--- config.mk ---
export PLATFORM = sky130hd
export DESIGN_NAME = exmem_top
export DESIGN_NICKNAME = d
export VERILOG_FILES = /design/src/source/exmem_pkg.sv /design/src/source/exmem_top.sv /design/src/source/memory_stage.sv /design/src/source/ex_mem_reg.sv /design/src/source/execute_stage.sv
export SDC_FILE = /design/constraint.sdc
export NUM_CORES = 2
export LEC_CHECK = 0
export BUFFER_PORTS_ARGS = -buffer_cell sky130_fd_sc_hd__buf_2
export CAP_MARGIN = 10
export CELL_PAD_IN_SITES_DETAIL_PLACEMENT = 0
export CELL_PAD_IN_SITES_GLOBAL_PLACEMENT = 1
export CORE_ASPECT_RATIO = 0.7
export CORE_MARGIN = 2
export CORE_UTILIZATION = 37
export CTS_BUF_LIST = sky130_fd_sc_hd__clkbuf_4 sky130_fd_sc_hd__clkbuf_8 sky130_fd_sc_hd__clkbuf_16
export CTS_CLUSTER_DIAMETER = 40
export DETAILED_ROUTE_END_ITERATION = 6
export PLACE_DENSITY = 0.59
export SETUP_SLACK_MARGIN = 0.1
export SYNTH_ARGS = -nofsm -noshare
export SYNTH_HDL_FRONTEND = slang
export SYNTH_SLANG_ARGS = --single-unit
--- constraint.sdc ---
create_clock -name i_clk -period 5.1 [get_ports i_clk]
set_clock_uncertainty 0.2 [all_clocks]
set_input_delay 0.765 -clock i_clk [delete_from_list [all_inputs] [get_ports i_clk]]
set_output_delay 0.765 -clock i_clk [all_outputs]
set_load 0.02 [all_outputs]
--- src/source/exmem_pkg.sv ---
// Shared widths, ALU operation codes and EX/MEM entry types for the execute-to-memory slice
package exmem_pkg;

    localparam int WORD_W      = 32;             // Datapath width
    localparam int REG_ADDR_W  = 5;              // Register file index
    localparam int ALU_OP_W    = 4;
    localparam int DMEM_DEPTH  = 64;             // Data memory words
    localparam int DMEM_ADDR_W = 6;              // Word address into data memory

    typedef logic [WORD_W-1:0]      word_t;
    typedef logic [REG_ADDR_W-1:0]  reg_addr_t;
    typedef logic [DMEM_ADDR_W-1:0] dmem_addr_t;

    // ALU operation select; codes 13..15 are unused and give zero
    typedef enum logic [ALU_OP_W-1:0] {
        ALU_ADD    = 4'd0,
        ALU_SUB    = 4'd1,
        ALU_AND    = 4'd2,
        ALU_OR     = 4'd3,
        ALU_XOR    = 4'd4,
        ALU_NOR    = 4'd5,
        ALU_SLT    = 4'd6,               // Signed compare
        ALU_SLTU   = 4'd7,               // Unsigned compare
        ALU_SLL    = 4'd8,
        ALU_SRL    = 4'd9,
        ALU_SRA    = 4'd10,
        ALU_LUI    = 4'd11,
        ALU_PASS_A = 4'd12               // Register jump target
    } alu_op_t;

    typedef struct packed {
        logic mem_read;
        logic mem_write;
        logic reg_write;
        logic mem_to_reg;
        logic link_sel;                  // Write back the link address
        logic jump;
    } ex_ctrl_t;

    typedef struct packed {
        ex_ctrl_t  ctrl;
        word_t     alu_result;
        word_t     store_data;
        reg_addr_t dest_reg;
        word_t     link_addr;            // Return address saved by jump-and-link
    } ex_mem_t;

    typedef struct packed {
        logic      reg_write;
        reg_addr_t dest_reg;
        word_t     data;
    } wb_t;

endpackage
--- src/source/exmem_top.sv ---
// Top level of the execute-to-memory slice; connects execute, EX/MEM register and memory stage
`timescale 1ns/1ps

module exmem_top
(
    input  logic                 i_clk,
    input  logic                 i_reset,
    input  logic                 i_stall,        // Holds the EX/MEM register
    input  exmem_pkg::ex_ctrl_t  i_ctrl,
    input  exmem_pkg::alu_op_t   i_alu_op,
    input  exmem_pkg::word_t     i_operand_a,
    input  exmem_pkg::word_t     i_operand_b,
    input  exmem_pkg::word_t     i_store_data,
    input  exmem_pkg::reg_addr_t i_dest_reg,
    input  exmem_pkg::word_t     i_link_addr,
    output exmem_pkg::wb_t       o_wb,
    output logic                 o_jump,
    output exmem_pkg::word_t     o_jump_target
);

    exmem_pkg::ex_mem_t ex_entry;                // Execute result, unregistered
    exmem_pkg::ex_mem_t mem_entry;               // Registered entry

    execute_stage u_execute
    (
        .i_ctrl       (i_ctrl),
        .i_alu_op     (i_alu_op),
        .i_operand_a  (i_operand_a),
        .i_operand_b  (i_operand_b),
        .i_store_data (i_store_data),
        .i_dest_reg   (i_dest_reg),
        .i_link_addr  (i_link_addr),
        .o_entry      (ex_entry)
    );

    ex_mem_reg u_ex_mem
    (
        .i_clk   (i_clk),
        .i_reset (i_reset),
        .i_stall (i_stall),
        .i_entry (ex_entry),
        .o_entry (mem_entry)
    );

    memory_stage u_memory
    (
        .i_clk         (i_clk),
        .i_entry       (mem_entry),
        .o_wb          (o_wb),
        .o_jump        (o_jump),
        .o_jump_target (o_jump_target)
    );

endmodule

--- src/source/memory_stage.sv ---
// Memory stage; word-addressed data memory access and write-back source selection
`timescale 1ns/1ps

module memory_stage
(
    input  logic               i_clk,
    input  exmem_pkg::ex_mem_t i_entry,          // Registered EX/MEM entry
    output exmem_pkg::wb_t     o_wb,             // Toward the register file
    output logic               o_jump,           // Jump request to fetch
    output exmem_pkg::word_t   o_jump_target
);

    exmem_pkg::word_t   dmem [exmem_pkg::DMEM_DEPTH];
    exmem_pkg::dmem_addr_t dmem_addr;
    exmem_pkg::word_t   load_data;
    exmem_pkg::word_t   wb_data;

    // Byte address to word index
    assign dmem_addr = i_entry.alu_result[exmem_pkg::DMEM_ADDR_W+1:2];

    always_ff @(posedge i_clk)
    begin
        if (i_entry.ctrl.mem_write)
        begin
            dmem[dmem_addr] <= i_entry.store_data;
        end
    end

    assign load_data = dmem[dmem_addr];          // Asynchronous read

    // Link address wins, then the loaded word, then the ALU result
    always_comb
    begin
        if (i_entry.ctrl.link_sel)
        begin
            wb_data = i_entry.link_addr;
        end
        else if (i_entry.ctrl.mem_to_reg)
        begin
            wb_data = load_data;
        end
        else
        begin
            wb_data = i_entry.alu_result;
        end
    end

    assign o_wb.reg_write = i_entry.ctrl.reg_write;
    assign o_wb.dest_reg  = i_entry.dest_reg;
    assign o_wb.data      = wb_data;

    // Target already resolved by the execute stage
    assign o_jump        = i_entry.ctrl.jump;
    assign o_jump_target = i_entry.alu_result;

endmodule

--- src/source/ex_mem_reg.sv ---
// EX/MEM pipeline register; loads one entry per edge and holds it while the pipeline stalls
`timescale 1ns/1ps

module ex_mem_reg
(
    input  logic               i_clk,
    input  logic               i_reset,          // Synchronous, active high
    input  logic               i_stall,          // Level; high holds the entry
    input  exmem_pkg::ex_mem_t i_entry,          // From execute stage
    output exmem_pkg::ex_mem_t o_entry           // To memory stage
);

    exmem_pkg::ex_mem_t entry_q;

    // A cleared entry is a bubble: no register write, no store, no jump
    always_ff @(posedge i_clk)
    begin
        if (i_reset)
        begin
            entry_q <= '0;
        end
        else if (!i_stall)
        begin
            entry_q <= i_entry;
        end
    end

    assign o_entry = entry_q;

endmodule

--- src/source/execute_stage.sv ---
// Execute stage ALU; combines the ID/EX values into one EX/MEM entry in zero cycles
`timescale 1ns/1ps

module execute_stage
(
    input  exmem_pkg::ex_ctrl_t  i_ctrl,         // Control lines from decode
    input  exmem_pkg::alu_op_t   i_alu_op,
    input  exmem_pkg::word_t     i_operand_a,    // Shift amount for shifts
    input  exmem_pkg::word_t     i_operand_b,
    input  exmem_pkg::word_t     i_store_data,
    input  exmem_pkg::reg_addr_t i_dest_reg,
    input  exmem_pkg::word_t     i_link_addr,
    output exmem_pkg::ex_mem_t   o_entry         // To the EX/MEM register
);

    exmem_pkg::word_t alu_result;
    logic [4:0]       shamt;
    logic             signed_lt;
    logic             unsigned_lt;

    assign shamt       = i_operand_a[4:0];      // Only the low 5 bits shift
    assign signed_lt   = $signed(i_operand_a) < $signed(i_operand_b);
    assign unsigned_lt = i_operand_a < i_operand_b;

    always_comb
    begin
        case (i_alu_op)
            exmem_pkg::ALU_ADD:
            begin
                alu_result = i_operand_a + i_operand_b;
            end
            exmem_pkg::ALU_SUB:
            begin
                alu_result = i_operand_a - i_operand_b;
            end
            exmem_pkg::ALU_AND:
            begin
                alu_result = i_operand_a & i_operand_b;
            end
            exmem_pkg::ALU_OR:
            begin
                alu_result = i_operand_a | i_operand_b;
            end
            exmem_pkg::ALU_XOR:
            begin
                alu_result = i_operand_a ^ i_operand_b;
            end
            exmem_pkg::ALU_NOR:
            begin
                alu_result = ~(i_operand_a | i_operand_b);
            end
            exmem_pkg::ALU_SLT:
            begin
                alu_result = {31'd0, signed_lt};
            end
            exmem_pkg::ALU_SLTU:
            begin
                alu_result = {31'd0, unsigned_lt};
            end
            exmem_pkg::ALU_SLL:
            begin
                alu_result = i_operand_b << shamt;
            end
            exmem_pkg::ALU_SRL:
            begin
                alu_result = i_operand_b >> shamt;
            end
            exmem_pkg::ALU_SRA:
            begin
                alu_result = $signed(i_operand_b) >>> shamt;   // Sign fill
            end
            exmem_pkg::ALU_LUI:
            begin
                alu_result = {i_operand_b[15:0], 16'd0};
            end
            exmem_pkg::ALU_PASS_A:
            begin
                alu_result = i_operand_a;                      // Register jump target
            end
            default:
            begin
                alu_result = '0;
            end
        endcase
    end

    // Everything the memory stage needs rides in one entry
    assign o_entry.ctrl       = i_ctrl;
    assign o_entry.alu_result = alu_result;
    assign o_entry.store_data = i_store_data;
    assign o_entry.dest_reg   = i_dest_reg;
    assign o_entry.link_addr  = i_link_addr;

endmodule

==> flow_summary.json <==
{
  "holdCritPathClass": "in -> reg",
  "layout.cells.most_common": "sky130_fd_sc_hd__edfxtp_1",
  "global_route.overflow_total": 0,
  "register_area_um2": 63800,
  "synth-warning-count": 0,
  "reg2reg_slack_ns": 1.36,
  "numCtsBuffers": 232,
  "synth_ff_type": "sky130_fd_sc_hd__edfxtp_1",
  "chipHeight_um": 420,
  "cell_internal_pwr_mw": 30.8,
  "post_synth_num_cell_types": 82,
  "wire_length_of_the_first_global_routing_pass_um": 435000,
  "rr_worst_depth": 4,
  "final_critical_delay_including_setup_and_external_delays_ns": 5.26,
  "overall_via_count_from_detail_route": 53541,
  "criticalPathCategory": "reg -> out",
  "worst_path_max_fanout": 8,
  "layout.filler_cells": 21206,
  "multiInputGateArea_um2": 26600,
  "ios": 217,
  "drv_slew": 0,
  "synth.cell_area_um2": 91600,
  "row_count": 152,
  "syn-mean-instance-area_um2": 19.1,
  "initial_antenna_violation_count": 47,
  "initial_utilization_pct": 37.3,
  "layout.cells.most_common_list": "2048 x sky130_fd_sc_hd__edfxtp_1, 727 x sky130_fd_sc_hd__mux4_2, 327 x sky130_fd_sc_hd__buf_4",
  "pwr-share-clk_pct": 40.6,
  "route.detailed.drc": 0,
  "holdPathStages": 3,
  "total_power_mw": 41.0,
  "path_clk_slew_ns": 0.06,
  "antenna_violating_nets_post_route": 0,
  "power.share.switching_pct": 24.8,
  "area_growth_syn_to_layout_pct": 19.3,
  "routed_wirelength_um": 326000,
  "worstMarginPinSlew_ns": 1.42,
  "drtPass1Iterations": 6,
  "asyncSetResetFlopFracSynth_pct": 0,
  "post-place-cells": 8338,
  "grt_util_all_layers_pct": 25.4,
  "setup.worst_path.end_class": "output pin",
  "finalHoldViolCount": 0,
  "cts_max_path_buffers": 4,
  "power.ir.vdd_worst_mv": 0.279,
  "worst_ep_required_time_ns": 4.14,
  "power.density_nw_per_um2": 375,
  "floorplan.die.width_um": 599,
  "timing.slew.headroom_pct": 4.30,
  "violations": "negative setup slack",
  "gp_routability_congestion": 1.05,
  "clk_sinks": 2160,
  "synth-edff-count": 2048,
  "pre_cts_ws_ns": 0.448,
  "maximum_achievable_frequency_mhz": 190,
  "reg2reg_from": "u_ex_mem.o_entry[71]$_SDFFE_PP0N_",
  "postLayoutSetupSlackWorst_ns": -0.159,
  "rr_endpoint": "u_memory.dmem[45][5]$_DFFE_PP_",
  "nNetsFinal": 5665,
  "post-route-period-util_pct": 103,
  "total_of_max_cap_violations": 0,
  "cts_tree": "done",
  "power.static_leakage_nw": 36.8,
  "count_of_endpoints_failing_setup_in_the_final_report": 27,
  "route.detailed.vias_per_inst": 6.00,
  "cts_max_level": 4,
  "violation_count_after_the_first_detailed_route_iteration": 8250,
  "final_util_pct": 44.5,
  "power_frac_comb_pct": 11.4,
  "syn-num-nets": 5045,
  "coreArea_um2": 246000,
  "routedWlPerCell_um": 36.5,
  "netlist_instances": 4800,
  "holdPathEnd": "u_ex_mem.o_entry[43]$_SDFFE_PP0N_",
  "hold_path_startpoint": "i_store_data[6]",
  "sequentialPowerShare_pct": 48.0,
  "grt_max_degree": 80,
  "finished_layout_cells": 8921,
  "cp_data_arrival_time_ns": 4.29,
  "p_switching_mw": 10.2,
  "crit_path_start_kind": "flip-flop",
  "clock-root-buffer": "sky130_fd_sc_hd__clkbuf_16",
  "grt_setup_unrepaired": "true",
  "fp.dieArea_um2": 252000,
  "place_hpwl_um": 209000,
  "clock_latency_ns": 0.89,
  "outcome": "complete, but fails checks",
  "number_of_global_route_vias_before_repair": 50238,
  "synth.yosys.seq_area_share_pct": 69.6,
  "place.port_buffers": 215,
  "ys_seq_elements": 2160,
  "drive_above_1_share_pct": 34.1
}
==> final cells by class <==
cell class	instances	area share (%)
diodes	8	0.0183
multi-input cells	2204	24.3
flip-flops and latches	2160	58.4
well taps	3311	3.79
clock buffers	268	5.59
clock inverters	148	1.27
repair buffers	723	6.32
inverters	99	0.340
==> worst max-delay path, stage by stage (launching register included) <==
cell and delay [ns]:
sky130_fd_sc_hd__dfxtp_4 0.39, sky130_fd_sc_hd__buf_6 0.12, sky130_fd_sc_hd__buf_16 0.19, sky130_fd_sc_hd__buf_16 0.18
sky130_fd_sc_hd__buf_8 0.13, sky130_fd_sc_hd__mux4_2 0.54, sky130_fd_sc_hd__mux4_2 0.66, sky130_fd_sc_hd__mux4_2 0.68
sky130_fd_sc_hd__mux2i_1 0.20, sky130_fd_sc_hd__o21ai_1 0.08, sky130_fd_sc_hd__buf_4 0.21
==> repair_timing <==
item	4_1_cts	5_1_grt
gates resized for setup	99	30
hold buffers	72	0
endpoints found under the hold margin	72	0
cloned	16	12
endpoints found under the setup margin	32	32
buffers inserted	38	16
pin swaps	0	1
==> logic make-up after synthesis <==
group / after synthesis / share of synthesized area, %
AND/OR/NAND/NOR: 654 / 3.14
adder cells (fa/ha/maj): 99 / 1.37
multiplexers: 877 / 19.5
AO/OA/AOI/OAI: 566 / 4.20
flip-flops: 2160 / 69.6
XOR/XNOR: 8 / 0.0765
buffers and inverters: 436 / 2.14
==> power groups by stage <==
stage	registers [mW]	clock network, mW	logic, mW
after global routing	19.7	17.6	4.84
final	19.7	16.7	4.68
after floorplan	20.1	0	2.25
after CTS	19.7	17.0	4.48
after global placement	20.1	0	4.17
after detailed placement	20.1	0	4.18
==> layer usage <==
metal	vias to the layer above	global-route usage (%)	part of all wire [%]
met1	28948	39.9	45
li1	21193	-	-
met3	391	9.19	12
met4	34	5.45	2.3
met5	-	0.675	0.15
met2	2975	32.9	40
==> how the worst max path moves through the flow <==
| stage | start | endpoint | slack [ns] | cells after the start |
|---|---|---|---|---|
| floorplan | i_operand_a[3] | u_ex_mem.o_entry[100]$_SDFFE_PP0N_ | 0.65 | 16 |
| global placement | flip-flop | o_wb[7] | 0.46 | 9 |
| detailed placement | flip-flop | o_wb[3] | 0.45 | 9 |
| CTS | flip-flop | o_wb[22] | -0.21 | 9 |
| global route | flip-flop | o_wb[22] | -0.25 | 10 |
| finish | flip-flop | o_wb[10] | -0.16 | 10 |
==> Yosys cell counts (all sizes together), types with 7 or more instances <==
master / n / share of area, %
nand4: 15 / 0.10
a31oi: 19 / 0.13
edfxtp: 2048 / 67
nor2b: 14 / 0.096
a222oi: 12 / 0.13
a22o: 13 / 0.12
o2111ai: 11 / 0.11
o21bai: 16 / 0.13
a21oi: 142 / 0.78
o31ai: 9 / 0.094
a21o: 18 / 0.15
a311oi: 13 / 0.13
ha: 97 / 1.3
nor3: 38 / 0.21
o21a: 9 / 0.074
nor2: 308 / 1.3
dfxtp: 112 / 2.4
buf: 157 / 1.0
or3: 12 / 0.082
mux4: 727 / 18
o221ai: 16 / 0.15
a211oi: 26 / 0.21
nor4: 12 / 0.082
and3: 9 / 0.061
clkbuf: 180 / 0.74
a22oi: 18 / 0.15
o211ai: 20 / 0.17
nand2b: 16 / 0.11
o22ai: 7 / 0.048
mux2i: 142 / 1.6
o21ai: 124 / 0.68
nand3: 38 / 0.21
inv: 99 / 0.41
nand2: 163 / 0.67
xnor2: 7 / 0.067
a221o: 16 / 0.17
mux2: 8 / 0.098
a221oi: 28 / 0.27
==> flip-flops by register name (all words and copies together) (netlist names), named ones only <==
name,count
u_ex_mem.o_entry,106
u_memory.dmem,2048
==> through the flow <==
step	cell area (µm²)	setup TNS, ns	hold slack (ns)
finish	109000	-2.17	0.0572
global route	109000	-5.26	0.0316
CTS	109000	-3.78	0.0160
detailed placement	99200	0	0.278
global placement	99200	0	0.269
floorplan	91600	0	0.247
Power figures use the tool's default switching activity.
